`src/rng_pkg.sv`:
```
// RNG output path definitions
package rng_pkg;

    // ------------------------------------------------
    // Trivium sizes
    // ------------------------------------------------
    localparam int KEY_BITS      = 80;                 // Secret key width
    localparam int IV_BITS       = 80;                 // Initial value width
    localparam int STATE_BITS    = 288;                // Three shift registers, 93 + 84 + 111
    localparam int WARMUP_ROUNDS = 4 * STATE_BITS;     // Discarded rounds after load (1152)

    // ------------------------------------------------
    // Word and byte path
    // ------------------------------------------------
    localparam int WORD_BITS      = 64;                // Keystream word pushed to the FIFO
    localparam int BYTE_BITS      = 8;                 // CPU-side byte
    localparam int BYTES_PER_WORD = WORD_BITS / BYTE_BITS;
    localparam int FIFO_DEPTH     = 4;                 // Word FIFO entries
    localparam int CREDIT_BITS    = 3;                 // Holds 0 .. FIFO_DEPTH
    localparam int BURST_BYTES    = 4;                 // Bytes per burst request

    // Derived counter widths
    localparam int WARMUP_CNT_BITS = $clog2(WARMUP_ROUNDS);
    localparam int WORD_IDX_BITS   = $clog2(WORD_BITS);       // Bit slot inside a word
    localparam int FIFO_PTR_BITS   = $clog2(FIFO_DEPTH);
    localparam int BYTE_IDX_BITS   = $clog2(BYTES_PER_WORD);  // Byte slot inside a word
    localparam int REQ_CNT_BITS    = $clog2(BURST_BYTES + 1); // Bytes left in a request

    // ------------------------------------------------
    // Opcodes and FSM states
    // ------------------------------------------------
    typedef enum logic {
        REQ_BYTE  = 1'b0,   // One byte
        REQ_BURST = 1'b1    // BURST_BYTES bytes
    } rand_req_t;

    typedef enum logic [1:0] {
        TRIV_IDLE   = 2'd0, // No seed yet
        TRIV_WARMUP = 2'd1, // Rounds without output
        TRIV_RUN    = 2'd2  // Keystream out
    } triv_state_t;

    typedef enum logic [1:0] {
        SRV_IDLE  = 2'd0,   // Waiting for a request
        SRV_SEND  = 2'd1,   // Bytes going out
        SRV_FETCH = 2'd2    // Pulling the next word from the FIFO
    } srv_state_t;

endpackage

```
`src/trivium_core.sv`:
```
// Trivium keystream generator
`timescale 1ns/1ns

module trivium_core (
    input  logic                          clk_i,
    input  logic                          rst_n_i,
    input  logic                          seed_load_i,     // One-cycle load strobe
    input  logic [rng_pkg::KEY_BITS-1:0]  seed_key_i,      // Bit 0 is K1
    input  logic [rng_pkg::IV_BITS-1:0]   seed_iv_i,       // Bit 0 is IV1
    input  logic                          credit_return_i, // One pulse per FIFO pop
    output logic                          ks_valid_o,      // Word push to the FIFO
    output logic [rng_pkg::WORD_BITS-1:0] ks_word_o
);
    import rng_pkg::*;

    triv_state_t                fsm_q;
    logic [STATE_BITS-1:0]      s_q;          // s_q[i-1] holds Trivium bit s_i
    logic [STATE_BITS-1:0]      s_init;
    logic [STATE_BITS-1:0]      s_next;
    logic [WARMUP_CNT_BITS-1:0] round_q;
    logic [WORD_IDX_BITS-1:0]   bit_idx_q;    // Next bit slot of the word
    logic                       word_full_q;  // All 64 bits present
    logic [WORD_BITS-1:0]       word_q;
    logic [CREDIT_BITS-1:0]     credit_q;     // Free FIFO entries as seen here
    logic                       t1;
    logic                       t2;
    logic                       t3;
    logic                       n1;
    logic                       n2;
    logic                       n3;
    logic                       z;            // Keystream bit of this round
    logic                       frozen;
    logic                       shift_en;
    logic                       advance;

    // ------------------------------------------------
    // Round function
    // ------------------------------------------------
    // Key into s1..s80, IV into s94..s173, s286..s288 set, rest zero
    assign s_init = {3'b111, {(STATE_BITS - KEY_BITS - IV_BITS - 16){1'b0}},
                     seed_iv_i, 13'b0, seed_key_i};

    always_comb begin
        t1 = s_q[65] ^ s_q[92];             // s66 + s93
        t2 = s_q[161] ^ s_q[176];           // s162 + s177
        t3 = s_q[242] ^ s_q[287];           // s243 + s288
        z  = t1 ^ t2 ^ t3;
        // Feedback terms with the AND taps
        n1 = t1 ^ (s_q[90] & s_q[91]) ^ s_q[170];
        n2 = t2 ^ (s_q[174] & s_q[175]) ^ s_q[263];
        n3 = t3 ^ (s_q[285] & s_q[286]) ^ s_q[68];
        // Each register shifts up by one, feedback enters at its bottom
        s_next = {s_q[286:177], n2, s_q[175:93], n1, s_q[91:0], n3};
    end

    // Full word with no credit stops everything
    assign frozen   = word_full_q && (credit_q == '0);
    assign shift_en = (fsm_q == TRIV_RUN) && !frozen;
    assign advance  = (fsm_q == TRIV_WARMUP) || shift_en;

    always_ff @(posedge clk_i) begin
        if (seed_load_i) begin
            s_q <= s_init;
        end else if (advance) begin
            s_q <= s_next;
        end
    end

    // Bit t lands in slot t mod 64
    always_ff @(posedge clk_i) begin
        if (shift_en) begin
            word_q[bit_idx_q] <= z;
        end
    end

    // ------------------------------------------------
    // Load, warm-up and run control
    // ------------------------------------------------
    always_ff @(posedge clk_i or negedge rst_n_i) begin
        if (!rst_n_i) begin
            fsm_q       <= TRIV_IDLE;
            round_q     <= '0;
            bit_idx_q   <= '0;
            word_full_q <= 1'b0;
        end else if (seed_load_i) begin
            fsm_q       <= TRIV_WARMUP;   // Restart from any state
            round_q     <= '0;
            bit_idx_q   <= '0;
            word_full_q <= 1'b0;
        end else begin
            case (fsm_q)
                TRIV_WARMUP: begin
                    round_q <= round_q + 1'b1;
                    if (round_q == WARMUP_CNT_BITS'(WARMUP_ROUNDS - 1)) begin
                        fsm_q <= TRIV_RUN;
                    end
                end
                TRIV_RUN: begin
                    if (shift_en) begin
                        bit_idx_q   <= bit_idx_q + 1'b1;  // Wraps to 0 after slot 63
                        word_full_q <= (bit_idx_q == '1);
                    end
                end
                default: begin
                end
            endcase
        end
    end

    // ------------------------------------------------
    // Credit counter
    // ------------------------------------------------
    always_ff @(posedge clk_i or negedge rst_n_i) begin
        if (!rst_n_i) begin
            credit_q <= CREDIT_BITS'(FIFO_DEPTH);
        end else if (seed_load_i) begin
            credit_q <= CREDIT_BITS'(FIFO_DEPTH);   // FIFO is flushed by the same strobe
        end else begin
            case ({ks_valid_o, credit_return_i})
                2'b10:   credit_q <= credit_q - 1'b1;
                2'b01:   credit_q <= credit_q + 1'b1;
                default: credit_q <= credit_q;      // Push and return cancel
            endcase
        end
    end

    assign ks_valid_o = word_full_q && (credit_q != '0);
    assign ks_word_o  = word_q;

    // Word only leaves with credit in hand
    a_push_credit : assert property (@(posedge clk_i) disable iff (!rst_n_i)
        ks_valid_o |-> (credit_q != '0))
        else $error("trivium_core: push with zero credit");

    // FIFO must not return more credits than words it took
    a_credit_bound : assert property (@(posedge clk_i) disable iff (!rst_n_i)
        credit_q <= CREDIT_BITS'(FIFO_DEPTH))
        else $error("trivium_core: credit count above FIFO depth");

endmodule

```
`src/keystream_fifo.sv`:
```
// Keystream word FIFO
`timescale 1ns/1ns

module keystream_fifo (
    input  logic                          clk_i,
    input  logic                          rst_n_i,
    input  logic                          flush_i,         // Seed load, drop all words
    input  logic                          push_i,
    input  logic [rng_pkg::WORD_BITS-1:0] push_word_i,
    input  logic                          pop_i,
    output logic                          word_avail_o,
    output logic [rng_pkg::WORD_BITS-1:0] head_word_o,
    output logic                          credit_return_o  // One cycle after each pop
);
    import rng_pkg::*;

    logic [WORD_BITS-1:0]     mem_q [FIFO_DEPTH];
    logic [FIFO_PTR_BITS-1:0] wr_ptr_q;
    logic [FIFO_PTR_BITS-1:0] rd_ptr_q;
    logic [CREDIT_BITS-1:0]   count_q;    // Entries in use
    logic                     do_push;
    logic                     do_pop;

    // Flush wins over both ports
    assign do_push = push_i && !flush_i;
    assign do_pop  = pop_i && !flush_i;

    // ------------------------------------------------
    // Storage
    // ------------------------------------------------
    always_ff @(posedge clk_i) begin
        if (do_push) begin
            mem_q[wr_ptr_q] <= push_word_i;
        end
    end

    // Pointers wrap on their own, depth is a power of two
    always_ff @(posedge clk_i or negedge rst_n_i) begin
        if (!rst_n_i) begin
            wr_ptr_q <= '0;
            rd_ptr_q <= '0;
            count_q  <= '0;
        end else if (flush_i) begin
            wr_ptr_q <= '0;
            rd_ptr_q <= '0;
            count_q  <= '0;
        end else begin
            if (do_push) begin
                wr_ptr_q <= wr_ptr_q + 1'b1;
            end
            if (do_pop) begin
                rd_ptr_q <= rd_ptr_q + 1'b1;
            end
            case ({do_push, do_pop})
                2'b10:   count_q <= count_q + 1'b1;
                2'b01:   count_q <= count_q - 1'b1;
                default: count_q <= count_q;
            endcase
        end
    end

    // ------------------------------------------------
    // Credit return
    // ------------------------------------------------
    always_ff @(posedge clk_i or negedge rst_n_i) begin
        if (!rst_n_i) begin
            credit_return_o <= 1'b0;
        end else begin
            credit_return_o <= do_pop;    // No credit for flushed words
        end
    end

    assign word_avail_o = (count_q != '0);
    assign head_word_o  = mem_q[rd_ptr_q];  // Valid only with word_avail_o

    // Generator credit must keep a full FIFO from seeing a push
    a_no_push_full : assert property (@(posedge clk_i) disable iff (!rst_n_i)
        push_i |-> (count_q != CREDIT_BITS'(FIFO_DEPTH)))
        else $error("keystream_fifo: push while full");

    // Server pops only what it saw available
    a_no_pop_empty : assert property (@(posedge clk_i) disable iff (!rst_n_i)
        pop_i |-> (count_q != '0))
        else $error("keystream_fifo: pop while empty");

endmodule

```
`src/byte_server.sv`:
```
// Random byte server
`timescale 1ns/1ns

module byte_server (
    input  logic                          clk_i,
    input  logic                          rst_n_i,
    input  logic                          flush_i,         // Seed load, drop the held word
    input  logic                          rand_req_i,
    input  rng_pkg::rand_req_t            rand_req_type_i,
    input  logic                          stall_i,         // Temperature alarm and the like
    input  logic                          word_avail_i,
    input  logic [rng_pkg::WORD_BITS-1:0] head_word_i,
    output logic                          word_pop_o,
    output logic [rng_pkg::BYTE_BITS-1:0] rand_byte_o,
    output logic                          rand_valid_o,
    output logic                          busy_o
);
    import rng_pkg::*;

    srv_state_t               state_q;
    logic [WORD_BITS-1:0]     word_q;       // Local copy of the current word
    logic [BYTE_IDX_BITS-1:0] byte_idx_q;   // Next unused byte, LSB first
    logic [REQ_CNT_BITS-1:0]  remain_q;     // Bytes still owed to the request
    logic                     held_q;       // word_q has unused bytes
    logic                     req_accept;
    logic                     byte_fire;

    assign busy_o     = (state_q != SRV_IDLE);
    assign req_accept = rand_req_i && !busy_o;
    assign byte_fire  = (state_q == SRV_SEND) && !stall_i && !flush_i;

    // Pop straight from the FIFO head
    assign word_pop_o = (state_q == SRV_FETCH) && word_avail_i && !flush_i;

    // ------------------------------------------------
    // Word copy
    // ------------------------------------------------
    always_ff @(posedge clk_i) begin
        if (word_pop_o) begin
            word_q <= head_word_i;
        end
    end

    // ------------------------------------------------
    // Request FSM
    // ------------------------------------------------
    always_ff @(posedge clk_i or negedge rst_n_i) begin
        if (!rst_n_i) begin
            state_q    <= SRV_IDLE;
            byte_idx_q <= '0;
            remain_q   <= '0;
            held_q     <= 1'b0;
        end else begin
            case (state_q)
                SRV_IDLE: begin
                    if (req_accept) begin
                        remain_q <= (rand_req_type_i == REQ_BURST) ?
                                    REQ_CNT_BITS'(BURST_BYTES) : REQ_CNT_BITS'(1);
                        // Leftover bytes from the last request go first
                        state_q  <= (held_q && !flush_i) ? SRV_SEND : SRV_FETCH;
                    end
                end
                SRV_FETCH: begin
                    if (word_pop_o) begin
                        byte_idx_q <= '0;
                        held_q     <= 1'b1;
                        state_q    <= SRV_SEND;
                    end
                end
                SRV_SEND: begin
                    if (flush_i) begin
                        state_q <= SRV_FETCH;     // Request continues on the new stream
                    end else if (byte_fire) begin
                        byte_idx_q <= byte_idx_q + 1'b1;
                        remain_q   <= remain_q - 1'b1;
                        if (byte_idx_q == '1) begin
                            held_q <= 1'b0;       // Last byte of the word used
                        end
                        if (remain_q == REQ_CNT_BITS'(1)) begin
                            state_q <= SRV_IDLE;
                        end else if (byte_idx_q == '1) begin
                            state_q <= SRV_FETCH;
                        end
                    end
                end
                default: state_q <= SRV_IDLE;
            endcase
            if (flush_i) begin
                held_q <= 1'b0;   // Old stream bytes never leave
            end
        end
    end

    // ------------------------------------------------
    // Byte output
    // ------------------------------------------------
    assign rand_valid_o = byte_fire;
    assign rand_byte_o  = byte_fire ? word_q[byte_idx_q*BYTE_BITS +: BYTE_BITS] : '0;

    // Alarm blocks the output in the same cycle
    a_stall_quiet : assert property (@(posedge clk_i) disable iff (!rst_n_i)
        stall_i |-> !rand_valid_o)
        else $error("byte_server: byte out during stall");

endmodule

```
`src/rng_top.sv`:
```
// RNG output path top level
`timescale 1ns/1ns

module rng_top (
    // Clock and reset
    input  logic                          clk_i,
    input  logic                          rst_n_i,

    // Seed from the conditioner side
    input  logic                          seed_load_i,     // One-cycle pulse
    input  logic [rng_pkg::KEY_BITS-1:0]  seed_key_i,
    input  logic [rng_pkg::IV_BITS-1:0]   seed_iv_i,

    // CPU request and byte output
    input  logic                          rand_req_i,
    input  rng_pkg::rand_req_t            rand_req_type_i, // Single byte or burst
    output logic                          busy_o,          // Requests ignored while high
    output logic [rng_pkg::BYTE_BITS-1:0] rand_byte_o,
    output logic                          rand_valid_o,

    // Output freeze
    input  logic                          stall_i
);
    import rng_pkg::*;

    // Generator to FIFO
    logic                 ks_valid;
    logic [WORD_BITS-1:0] ks_word;
    logic                 credit_return;

    // FIFO to server
    logic                 word_avail;
    logic [WORD_BITS-1:0] head_word;
    logic                 word_pop;

    // ------------------------------------------------
    // Producer, buffer, consumer
    // ------------------------------------------------
    trivium_core u_trivium (
        .clk_i           (clk_i),
        .rst_n_i         (rst_n_i),
        .seed_load_i     (seed_load_i),
        .seed_key_i      (seed_key_i),
        .seed_iv_i       (seed_iv_i),
        .credit_return_i (credit_return),
        .ks_valid_o      (ks_valid),
        .ks_word_o       (ks_word)
    );

    keystream_fifo u_fifo (
        .clk_i           (clk_i),
        .rst_n_i         (rst_n_i),
        .flush_i         (seed_load_i),   // New seed empties the buffer
        .push_i          (ks_valid),
        .push_word_i     (ks_word),
        .pop_i           (word_pop),
        .word_avail_o    (word_avail),
        .head_word_o     (head_word),
        .credit_return_o (credit_return)
    );

    byte_server u_server (
        .clk_i           (clk_i),
        .rst_n_i         (rst_n_i),
        .flush_i         (seed_load_i),   // And the held word
        .rand_req_i      (rand_req_i),
        .rand_req_type_i (rand_req_type_i),
        .stall_i         (stall_i),
        .word_avail_i    (word_avail),
        .head_word_i     (head_word),
        .word_pop_o      (word_pop),
        .rand_byte_o     (rand_byte_o),
        .rand_valid_o    (rand_valid_o),
        .busy_o          (busy_o)
    );

endmodule

```
`config.mk`:
```
export PLATFORM = sky130hd
export DESIGN_NAME = rng_top
export DESIGN_NICKNAME = d
export VERILOG_FILES = /design/src/rng_pkg.sv /design/src/trivium_core.sv /design/src/keystream_fifo.sv /design/src/byte_server.sv /design/src/rng_top.sv
export SDC_FILE = /design/constraint.sdc
export NUM_CORES = 1
export LEC_CHECK = 0
export ABC_AREA = 1
export BUFFER_PORTS_ARGS = -buffer_cell sky130_fd_sc_hd__buf_2
export CAP_MARGIN = 0
export CORE_ASPECT_RATIO = 0.8
export CORE_MARGIN = 2
export CORE_UTILIZATION = 45
export CTS_CLUSTER_SIZE = 16
export DETAILED_ROUTE_END_ITERATION = 8
export SYNTH_ARGS = -nofsm -noshare
export SYNTH_HDL_FRONTEND = slang
export SYNTH_SLANG_ARGS = --single-unit
```
`constraint.sdc`:
```
create_clock -name clk_i -period 4.9 [get_ports clk_i]
set_input_delay 0.49 -clock clk_i [delete_from_list [all_inputs] [get_ports clk_i]]
set_output_delay 0.49 -clock clk_i [all_outputs]
set_load 0.01 [all_outputs]
```
### After elaboration in Yosys (flattened, before gate mapping)

Memories as Yosys holds them, arrays and structs flattened. A register that Yosys moved wholly into a read port is not among the register bits.
Cells that the tools add are included.

* multiply operators: 0
* bitwise operators: 14
* mux-type cells: 49
* reduce and logical (&&, ||, !) cells: 40
* $add $sub $neg: 10
* divide/modulo/power cells: 0
* shifts and indexed selects: 1
* order comparisons: 2
* eq/ne operators: 20

Operators by type and width (count)
* $mux 173: 2
* $bwmux 64: 1
* $shiftx 64x7->8: 1
* $mux 2: 14
* $mux 3: 9
* $pmux 3 s2: 4
* $mux 11: 2
* $reduce_bool 2->1: 10
* $mux 6: 3
* $reduce_and 4->1: 4
* $reduce_bool 3->1: 5
* $logic_and 1x1->1: 12
* $add 11x1->11 const B: 1
* $eq 11x11->1 const B: 1
* $xor 1x1->1: 11
* $mux 1: 10
* $add 3x1->3 const B: 3
* $sub 3x1->3 const B: 3
* $eq 2x1->1 const B: 4
* $eq 2x2->1 const B: 4
* $mux 8: 1
* $lt 6x7->1 const B: 1
* $add 6x1->6 const B: 1
* $demux 1 s6: 1
* 18 further kinds: 28

* bits in registers: 392
* memory bits (writable): 256
* input bits: 166
* word-level logic and storage cells: 153
* memories: 1
* bits in latches: 0
* bits in read-only memories: 0

Memories
* u_fifo.mem_q: depth 4, width 64, read ports 1, clocked after Yosys merged registers in 1, write ports 1, RTL line keystream_fifo.sv:17 `logic [WORD_BITS-1:0] mem_q [FIFO_DEPTH];`

### Longest topological paths before layout

Gate-level depths: netlist (run 1).

* depth after elaboration: 7
* depth in mapped cells: 10
* mapped depth without buffers: 10

### By module

A second synthesis (run 1) with hierarchy kept.

* cells, all modules: 2582
* area total of the unflattened synthesis: 28441.0 um^2

By module, submodules not included
* trivium_core: cells an instance 1534, times used 1, area each 15065.7 um^2
* keystream_fifo: cells an instance 688, times used 1, area each 9969.6 um^2
* byte_server: cells an instance 360, times used 1, area each 3405.8 um^2

### Worst setup path after synthesis (run 1)

OpenSTA, ideal clock, no wires.

* kind: input -> register
* start: input port seed_load_i
* end: memory u_fifo.mem_q[0][0], enable pin
* library setup time: 0.486 ns
* arrival: 3.788 ns
* required time: 4.414 ns
* setup slack: 0.626 ns
* cell stages on the path: 5
* cells stage by stage: buf_2 -> clkbuf_1 -> nor2_1 -> inv_1 -> nor2_1

* longest elaborated chain between the ends: 4

Ends and longest elaborated chain
* start, declared: RTL line rng_top.sv:10 `input logic seed_load_i,`
* $logic_not 1->1: RTL line keystream_fifo.sv:25 `assign do_push = push_i && !flush_i;`
* $logic_and 1x1->1: RTL line keystream_fifo.sv:25
* $mux 1: RTL line keystream_fifo.sv:32 `if (do_push) begin`
* $mux 1 (implied by the code): RTL line keystream_fifo.sv:33 `mem_q[wr_ptr_q] <= push_word_i;`
* end, declared: RTL line keystream_fifo.sv:17

No other way between the ends.

### Final worst setup path (run 1)

* start: register u_server.byte_idx_q[1]
* end: output port rand_byte_o[6] (netlist name)

* longest elaborated chain between the ends: 2

Ends and longest elaborated chain
* start, declared: RTL line byte_server.sv:22 `logic [BYTE_IDX_BITS-1:0] byte_idx_q;`
* start signal, assigned: RTL line byte_server.sv:74 `byte_idx_q <= byte_idx_q + 1'b1;`
* $shiftx 64x7->8: RTL line byte_server.sv:98 `assign rand_byte_o = byte_fire ? word_q[byte_idx_q*BYTE_BITS +: BYTE_BITS] : '0;`
* $mux 8: RTL line byte_server.sv:98
* end, declared: RTL line rng_top.sv:18 `output logic [rng_pkg::BYTE_BITS-1:0] rand_byte_o,`

No other way between the ends.

==> run summary, run 1 <==
initial core utilization - 45.3%
root buffer cell - clkbuf_16
final cell count without fillers - 3022
I/O Buffers - 175
Mean Syn Cell Area - 13.2 µm²
Worst setup EP type - output port
Final Routed Wirelength - 59900 µm
first-pass GRT wire length - 92100 µm
VDD IR-drop max - 0.000270 V
Yosys reg bits - 712
Area growth, synth to finish - 14.3%
number of routed nets with antenna violations - 0
top post-synthesis cells by area - edfxtp_1, dfxtp_1, a22o_1, o22ai_1, nor2_1
final slew viol count - 0
Sw Share - 26.0%
core area - 0.0594 mm²
Clock Power Share - 36.5%
Setup Skew - 0.0296 ns
grt ovf - 0
post-DP HPWL - 35100 µm
htree depth - 3
worst-margin pin slew - 1.10 ns
Num CTS Buffers - 70
placed cell count - 2890
TritonRoute pass-1 iters - 6
HP Class - in2async
Synth top area share - 60.8%
Reg power frac - 50.8%
via count - 16549
Int Pwr - 10.6 mW
setup_tns - 0 ns
mapped cell area - 0.0269 mm²
number of flops mapped to enable cells by yosys - 544
sw power - 3.73 mW
Reg clk slew, reported paths - 0.06 ns
DR DRC count - 0
row count - 80
final hold violation count - 0
Syn. warnings - 0
clk_lat worst skew - 0.61 ns
RSZ-0062 raised after global routing - no
Synth Instances - 2036
FF-to-FF Start - u_trivium.credit_q[2]
Async SR Flop Fraction - 5.62%
Post-Syn Nets - 2214
Reg area - 0.0199 mm²
Highest Clock Rate - 313 MHz
fillers - 5045
die area - 0.0617 mm²
Tmin final - 3.20 ns
drt first-iter violations - 1443
vias per inst - 5.48
MaxCap Viol Count - 0
io pins - 176
sequential share of the synthesized area - 74.0%
multi-input logic area - 0.00580 mm²
combinational share of power - 12.8%
fin crit share - 65.3%
setup violators final - 0
post-CTS setup buffer count - 0
per-cell routed wire length - 19.8 µm
final hold slack - 0.0727 ns
most used flip-flop cell after synthesis - edfxtp_1
largest area contributor in the netlist - edfxtp_1
CTS tree - built
initial antenna violation count - 9
CTS Sinks - 712
Routability Congestion - 0.796
slew margin rel. - 26.5%
Max FO, Critical Path - 20
Post-CTS Hold Buffers - 0
Crit. Startpoint - u_server.byte_idx_q[1]
PostCTS Resize Cnt - 0
Worst Path Required - 4.41 ns
chip width - 277 µm
synth unique cells - 38
vias in the first global route - 16221
pwr/cell area - 468 mW/mm²
# nets final - 2361
fraction of layout cells with a size suffix above 1 - 14.3%
worst-case clock buffer depth - 3
crit path DAT - 2.71 ns
crit start category - flip-flop
outcome - completed
largest net degree at the start of global routing - 163
GRT Util Overall - 19.4%
Pleak - 10.9 nW
critical path type - reg2out
Die Y-Extent - 223 µm
## metal layers
layer | GRT usage, % | share of wire [%] | wire length [µm]
met3 | 4.54 | 6.9 | 4110
met5 | 0 | 0.10 | 62
met4 | 5.70 | 2.1 | 1280
met1 | 28.2 | 46 | 27400
met2 | 29.0 | 45 | 27100
## logic make-up after synthesis
logic type	share of synthesized area, %
buf+inv	4.54
xor+xnor	0.424
simple gates	6.20
fa+ha+maj	0.615
flops	74.0
compound gates	14.2
## registers in the layout, summed over array words and instances (netlist names)
register                count
u_server.held_q             1
u_fifo.mem_q              256
u_trivium.bit_idx_q         6
u_fifo.rd_ptr_q             2
u_trivium.round_q          11
u_trivium.s_q             288
u_server.byte_idx_q         3
u_fifo.wr_ptr_q             2
u_server.word_q            64
u_trivium.credit_q          3
u_trivium.word_full_q       1
u_fifo.count_q              3
u_trivium.ks_word_o        64
u_fifo.credit_return_o      1
u_server.state_q            2
u_trivium.fsm_q             2
u_server.remain_q           3
## power by group through the flow
stage	clock network, mW	logic, mW	registers (mW)
finish	5.24	1.84	7.29
global route	5.59	2.06	7.33
CTS	5.36	1.84	7.29
detailed placement	0	1.84	7.40
global placement	0	1.79	7.40
floorplan	0	1.32	7.27
## worst max-delay path: stages (launching register included)
cell and delay, ns:
dfrtp_1 0.62, inv_1 0.54, o21ai_0 0.18, o22ai_1 0.19
nor2_1 0.06, nor2_1 0.30, buf_2 0.20
## path summary, 6_finish.rpt
path / endpoint / slack [ns] / cells after the start
max: rand_byte_o[6] / 1.70 / 6
max reg2reg: u_fifo.mem_q[2][9] / 2.14 / 7
min in group clk_i: u_trivium.s_q[69] / 0.18 / 3
min: u_fifo.wr_ptr_q[0] / 0.07 / 1
max in group asynchronous: u_fifo.rd_ptr_q[0] / 4.08 / 1
min reg2reg: u_trivium.s_q[173] / 0.45 / 2
## area by class of cell
class	instances	area share [%]
antenna	5	0.0407
clock inverter	24	0.823
timing repair buffer	195	3.51
inverter	190	2.36
sequential	712	64.8
multi-input combinational	1014	18.9
clock buffer	103	6.41
tap	779	3.17
## through the flow
step                total power [mW]  util, %  worst slack, ns  cell area [µm²]
detailed placement              9.25     48.0             1.71            28500
global placement                9.19     48.0             1.78            28500
global route                    15.0     51.7             1.53            30700
floorplan                       8.59        -            0.626            26900
CTS                             14.5     51.7             1.76            30700
finish                          14.4     51.8             1.70            30700
## cells in the mapped netlist, types with 2 or more instances
cell and number:
edfxtp_1 544, nor2_1 273, o21ai_0 197, o22ai_1 189
inv_1 186, a22o_1 156, dfxtp_1 128, clkbuf_1 85
nand2_1 85, dfrtp_1 39, buf_2 28, nand3_1 24
nor3_1 12, nand4_1 11, ha_1 10, o22ai_2 10
a21oi_1 9, xor2_1 8, a31oi_1 5, xnor2_1 5
inv_2 4, a22oi_1 3, buf_1 3, buf_4 2
buf_6 2, fa_1 2, nand3b_1 2, nor2_2 2
o211ai_1 2, o21ai_1 2
## placed cells by master, fill, tap and decap left out, types with 2 or more instances in the layout
cell,count
a21oi_1,9
a22o_1,156
a22oi_1,3
a31oi_1,5
buf_12,4
buf_2,174
buf_4,17
bufinv_16,4
clkbuf_1,24
clkbuf_16,71
clkbuf_8,7
clkinv_1,9
clkinv_2,4
clkinv_4,2
dfrtp_1,37
dfxtp_1,128
diode_2,5
edfxtp_1,544
fa_1,2
ha_1,10
inv_1,184
inv_2,3
inv_6,4
inv_8,2
nand2_1,85
nand3_1,24
nand3b_1,2
nand4_1,11
nor2_1,269
nor2_2,2
nor2_4,5
nor3_1,12
o211ai_1,2
o21ai_0,197
o21ai_1,2
o22ai_1,189
o22ai_2,10
xnor2_1,5
xor2_1,7
Power figures use the tool's default switching activity.
==> run 2, diff against run 1 <==
--- a/config.mk
+++ b/config.mk
@@ -5,7 +5,7 @@
 export SDC_FILE = /design/constraint.sdc
 export NUM_CORES = 1
 export LEC_CHECK = 0
-export ABC_AREA = 1
+export ABC_AREA = 0
 export BUFFER_PORTS_ARGS = -buffer_cell sky130_fd_sc_hd__buf_2
 export CAP_MARGIN = 0
 export CORE_ASPECT_RATIO = 0.8
==> constraint.sdc (replaced) <==
create_clock -name clk_i -period 2.6 [get_ports clk_i]
set_input_delay 0.26 -clock clk_i [delete_from_list [all_inputs] [get_ports clk_i]]
set_output_delay 0.26 -clock clk_i [all_outputs]
set_load 0.01 [all_outputs]
==> run summary, run 2 <==
VDD IR-drop max - 0.000535 V (+98%)
Pleak - 11.9 nW (+9.6%)
per-cell routed wire length - 17.4 µm (-12%)
outcome - completed
number of flops mapped to enable cells by yosys - 544 (unchanged)
worst-margin pin slew - 1.12 ns (+0.0161 ns)
Syn. warnings - 0 (unchanged)
row count - 81 (+1.3%)
Worst Path Required - 2.34 ns (-2.07 ns)
DR DRC count - 0 (unchanged)
fraction of layout cells with a size suffix above 1 - 17.7% (+3.4 points)
FF-to-FF Start - u_trivium.credit_q[0]
clk_lat worst skew - 0.63 ns (+0.02 ns)
Synth top area share - 59.1% (-1.7 points)
vias per inst - 5.14 (-6.2%)
sequential share of the synthesized area - 72.0% (-2.1 points)
Largest regs - u_trivium.s_q x288, u_fifo.mem_q x256
most common cell in the synthesized netlist - nand2_1
first-pass GRT wire length - 89700 µm (-2.5%)
critical path type - reg2out
pwr/cell area - 765 mW/mm² (+64%)
CTS tree - built
GRT Util Overall - 18.1% (-1.3 points)
crit path DAT - 2.26 ns (-0.45 ns)
worst-case clock buffer depth - 3 (unchanged)
setup violators final - 0 (unchanged)
commonest non-fill, non-tap cell in the layout - nand2_1
CTS Sinks - 712 (unchanged)
crit start category - flip-flop
Synth Instances - 2080 (+2.2%)
Hold Path Origin - seed_load_i
Die Y-Extent - 226 µm (+1.4%)
Commonest cells post-synth - nand2_1, edfxtp_1, o21ai_0, a21oi_1, dfxtp_1
Slowest-stage cell, CP - dfrtp_1
Yosys reg bits - 712 (unchanged)
Worst setup EP type - output port
die area - 0.0635 mm² (+2.9%)
slew margin rel. - 25.4% (-1.1 points)
grt ovf - 0 (unchanged)
top post-synthesis cells by area - edfxtp_1, dfxtp_1, nand2_1, mux4_2, dfrtp_1
final slew viol count - 0 (unchanged)
core area - 0.0609 mm² (+2.6%)
htree depth - 3 (unchanged)
TritonRoute pass-1 iters - 5 (-1)
total power - 25.6 mW (+78%)
drt first-iter violations - 1139 (-21%)
Area growth, synth to finish - 21.1%
final hold violation count - 0 (unchanged)
RSZ-0062 raised after global routing - no
via count - 16956 (+2.5%)
Async SR Flop Fraction - 5.62% (unchanged)
largest area contributor in the netlist - edfxtp_1
Final Routed Wirelength - 57300 µm (-4.3%)
mapped cell area - 0.0277 mm² (+2.9%)
final setup margin - 0.0815 ns (-1.62 ns)
max reg flops - 288 (unchanged)
Crit. Startpoint - u_server.byte_idx_q[2]
Post-Syn Nets - 2258 (+2.0%)
most frequent cells in the layout - nand2_1, edfxtp_1, buf_2, o21ai_0, dlygate4sd3_1
fin crit share - 96.9%
CP max stage delay - 0.93 ns (+0.31 ns)
io pins - 176 (unchanged)
root buffer cell - clkbuf_16
critical-path cell list - mux2i_1 > buf_4 > nor2_1 > buf_2
Largest Register - u_trivium.s_q
Max FO, Critical Path - 10 (-50%)
Num CTS Buffers - 72 (+2.9%)
HP Class - in2reg
largest net degree at the start of global routing - 159 (-2.5%)
pre-CTS setup slack - 0.257 ns (-1.45 ns)
Reg clk slew, reported paths - 0.06 ns (about the same)
initial core utilization - 45.4% (+0.13 points)
vias in the first global route - 17108 (+5.5%)
chip width - 281 µm (+1.4%)
most used flip-flop cell after synthesis - edfxtp_1
Tmin final - 2.52 ns
initial antenna violation count - 2 (-7)
synth unique cells - 52 (+37%)
number of routed nets with antenna violations - 0 (unchanged)
# nets final - 2588 (+9.6%)
post-DP HPWL - 31700 µm (-9.7%)
Routability Congestion - 0.753 (-5.3%)
Mean Syn Cell Area - 13.3 µm² (+0.72%)
Setup Skew - 0.0377 ns (+0.00817 ns)
I/O Buffers - 175 (unchanged)
MaxCap Viol Count - 0 (unchanged)
Highest Clock Rate - 397 MHz
run 2: cell types whose count changed in the layout (fill, tap and decap cells not counted), sizes merged, moves of 31 or more:
cell,before,now
dlygate4sd3,0,164
inv,195,17
a22o,156,5
o22ai,199,0
buf,195,226
nor2,276,112
mux4,0,80
nand2,86,586
a21oi,10,134
o21ai,199,166
run 2: worst paths after layout:
check,endpoint,depth (start not counted),slack (ns)
worst max-delay path,rand_byte_o[7],4,0.08
worst min-delay path,u_fifo.rd_ptr_q[1],2,0.11
worst max register to register,u_trivium.s_q[104],5,0.24
worst min register to register,u_trivium.s_q[191],2,0.44
max in group asynchronous,u_fifo.rd_ptr_q[0],2,1.45
min in group asynchronous,u_trivium.bit_idx_q[3],2,0.45
run 2: repair_timing:
action	CTS	global route
hold buffers	164	0
setup buffers	0	3
gates resized for setup	1	2
endpoints found under the setup margin	4	2
hold endpoints to repair	203	0
run 2: cells by family after synthesis:
kind of cell | synth area share (%)
flip-flops | 72.0
XOR/XNOR | 0.918
multiplexers | 7.15
AND/OR/NAND/NOR | 11.1
AO/OA/AOI/OAI | 5.96
adder cells (fa/ha/maj) | 0.597
buffers and inverters | 2.32
run 2: where the power goes:
part           internal [mW]  leakage (nW)  total (mW)  switching, mW
logic                   1.39          4.01        2.67           1.28
clock network           5.53          1.12        9.82           4.29
registers               12.9          6.78        13.1          0.259
run 2: layout make-up:
type	instances	area, µm²
diodes	3	7.51
clock buffers	102	2040
multi-input cells	1221	7180
fillers	4917	27400
inverters	13	48.8
repair buffers	390	3070
flip-flops and latches	712	19900
clock inverters	31	210
well taps	830	1040
run 2: metrics by stage:
step / util [%] / hold WS (ns) / setup TNS, ns / instances / instance area (µm²)
2_1_floorplan: - / -0.0356 / -24.37 / 2080 / 27700
3_3_place_gp: 48.6 / 0.438 / 0 / 2999 / 29600
3_5_place_dp: 48.6 / 0.444 / 0 / 2999 / 29600
4_1_cts: 54.9 / 0.0519 / 0 / 3296 / 33500
5_1_grt: 55.0 / 0.0931 / 0 / 3299 / 33500
6_report: 55.0 / 0.108 / 0 / 3302 / 33500
run 2: layer usage:
metal | track usage, % | wire, µm | vias to the layer above
li1 | - | - | 8070
met4 | 6.02 | 1380 | 2
met1 | 23.3 | 25200 | 8338
met3 | 4.01 | 2790 | 112
met2 | 30.3 | 28000 | 434
met5 | 0 | 11 | -
run 2: critical path, delay by kind of cell (launching register included):
family,cells,cell delay [ns]
buf+inv,2,0.35
flops,1,0.93
simple gates,1,0.20
mux,1,0.17
==> run 3, diff against run 2 <==
--- a/config.mk
+++ b/config.mk
@@ -9,7 +9,6 @@
 export BUFFER_PORTS_ARGS = -buffer_cell sky130_fd_sc_hd__buf_2
 export CAP_MARGIN = 0
 export CORE_ASPECT_RATIO = 0.8
-export CORE_MARGIN = 2
 export CORE_UTILIZATION = 45
 export CTS_CLUSTER_SIZE = 16
 export DETAILED_ROUTE_END_ITERATION = 8
==> run summary, run 3 (same netlist as run 2, synthesis figures left out) <==
top sig layer - met5
Setup Skew - 0.0255 ns (-0.0122 ns)
Reg clk slew, reported paths - 0.06 ns (about the same)
VDD IR-drop max - 0.000487 V (-9.0%)
total power - 25.9 mW (+1.3%)
crit path DAT - 2.26 ns (about the same)
dpl cell area - 0.0297 mm² (+0.36%)
io pins - 176 (unchanged)
row count - 80 (-1.2%)
Worst Path Required - 2.34 ns (about the same)
outcome - completed
per-cell routed wire length - 18.1 µm (+4.4%)
RSZ-0062 raised after global routing - no
most frequent cells in the layout - nand2_1, edfxtp_1, buf_2, o21ai_0, dlygate4sd3_1
core area - 0.0602 mm² (-1.2%)
post-CTS setup buffer count - 0 (unchanged)
die area - 0.0625 mm² (-1.6%)
worst-margin pin slew - 1.10 ns (-0.0209 ns)
HP Class - in2reg
clk_lat worst skew - 0.60 ns (-0.03 ns)
crit start category - flip-flop
root buffer cell - clkbuf_16
Final Routed Wirelength - 59600 µm (+3.9%)
final hold violation count - 0 (unchanged)
CTS tree - built
GRT Util Overall - 19.2% (+1.1 points)
final core occ - 56.0% (+0.96 points)
fin crit share - 96.9% (about the same)
vias per inst - 5.19 (+1.1%)
initial core utilization - 46.0% (+0.57 points)
max reg flops - 288 (unchanged)
met3 WL - 3160 µm (+14%)
Die Y-Extent - 224 µm (-0.89%)
first-pass GRT wire length - 93000 µm (+3.6%)
slew margin rel. - 26.8% (+1.4 points)
final slew viol count - 0 (unchanged)
vias in the first global route - 16951 (-0.92%)
drt first-iter violations - 1499 (+32%)
Max FO, Critical Path - 10 (unchanged)
htree depth - 3 (unchanged)
Area growth, synth to finish - 21.7%
DR DRC count - 0 (unchanged)
CTS Sinks - 712 (unchanged)
Routability Congestion - 0.792 (+5.2%)
MaxCap Viol Count - 0 (unchanged)
Pleak - 12.0 nW (+0.39%)
commonest non-fill, non-tap cell in the layout - nand2_1
Metal-1 WL - 27000 µm (+7.2%)
Worst setup EP type - output port
initial antenna violation count - 6 (+4)
Num CTS Buffers - 70 (-2.8%)
via count - 17047 (+0.54%)
Largest regs - u_trivium.s_q x288, u_fifo.mem_q x256
DR WL met2 - 27600 µm (-1.6%)
Highest Clock Rate - 397 MHz (about the same)
grt ovf - 0 (unchanged)
I/O Buffers - 175 (unchanged)
fraction of layout cells with a size suffix above 1 - 17.5% (-0.20 points)
TritonRoute pass-1 iters - 7 (+2)
post-DP HPWL - 33900 µm (+6.9%)
number of routed nets with antenna violations - 0 (unchanged)
setup violators final - 0 (unchanged)
chip width - 279 µm (-0.71%)
worst-case clock buffer depth - 3 (unchanged)
critical path type - reg2out
largest net degree at the start of global routing - 126 (-21%)
pwr/cell area - 771 mW/mm² (+0.76%)
Tmin final - 2.52 ns (+0.000841 ns)
# nets final - 2586 (-0.077%)
design area - 0.0337 mm² (+0.49%)
Largest Register - u_trivium.s_q
[run 3: cell count changes in the layout (fill, tap and decap cells not counted), moves of 2 or more]
cell / previous run / this run
clkbuf_1: 20 / 17
clkinv_1: 6 / 11
buf_4: 38 / 31
clkbuf_16: 75 / 77
buf_12: 13 / 20
clkbuf_8: 6 / 10
inv_6: 1 / 3
bufinv_16: 0 / 3
clkinv_8: 3 / 1
clkinv_2: 17 / 4
[run 3: cell type report]
cell class / instances / area, µm²
Clock inverter: 23 / 201
Clock buffer: 104 / 2130
Inverter: 13 / 48.8
Multi-Input combinational cell: 1221 / 7180
Sequential cell: 712 / 19900
Antenna cell: 2 / 5.00
Tap cell: 820 / 1030
Timing Repair Buffer: 390 / 3170
Fill cell: 4717 / 26500
[run 3: per-stage QoR]
step | setup TNS, ns | setup slack [ns] | instances | hold slack, ns
finish | 0 | 0.0807 | 3285 | 0.0306
floorplan | -24.37 | -0.117 | 2080 | -0.0356
global route | 0 | 0.0121 | 3283 | 0.0152
global placement | 0 | 0.330 | 2993 | 0.438
detailed placement | 0 | 0.279 | 2993 | 0.443
CTS | 0 | 0.0137 | 3283 | 0.00580
[run 3: final timing paths]
check	from	endpoint	slack, ns	depth (start not counted)
setup / recovery	u_server.byte_idx_q[2]	rand_byte_o[6]	0.08	3
hold / removal	seed_key_i[1]	u_trivium.s_q[1]	0.03	3
setup reg to reg	u_trivium.credit_q[0]	u_trivium.s_q[204]	0.25	5
hold reg to reg	u_trivium.s_q[232]	u_trivium.s_q[233]	0.44	2
max in group asynchronous	rst_n_i	u_fifo.rd_ptr_q[0]	1.42	2
min in group asynchronous	rst_n_i	u_trivium.bit_idx_q[4]	0.47	2
[run 3: what timing repair did]
action                                  4_1_cts  5_1_grt
endpoints found under the hold margin       213        0
endpoints found under the setup margin        4        1
hold buffers                                163        0
cloned                                        0        0
gates resized for setup                       5        1
[run 3: report_power, final]
| group | switching [mW] | leakage [nW] | internal (mW) |
|---|---|---|---|
| Clock | 4.15 | 1.14 | 5.98 |
| Combinational | 1.33 | 4.03 | 1.37 |
| Sequential | 0.246 | 6.78 | 12.9 |
| Total | 5.73 | 12.0 | 20.2 |
[run 3: critical path, cell delays in order (launching register included)]
cell	delay (ns)
dfrtp_1	1.07
mux2i_1	0.39
nor2_1	0.07
buf_2	0.14
[run 3: routing by layer]
metal	vias up	track usage, %
met5	-	0
li1	8068	-
met2	464	29.2
met1	8374	27.4
met3	133	4.07
met4	8	6.61
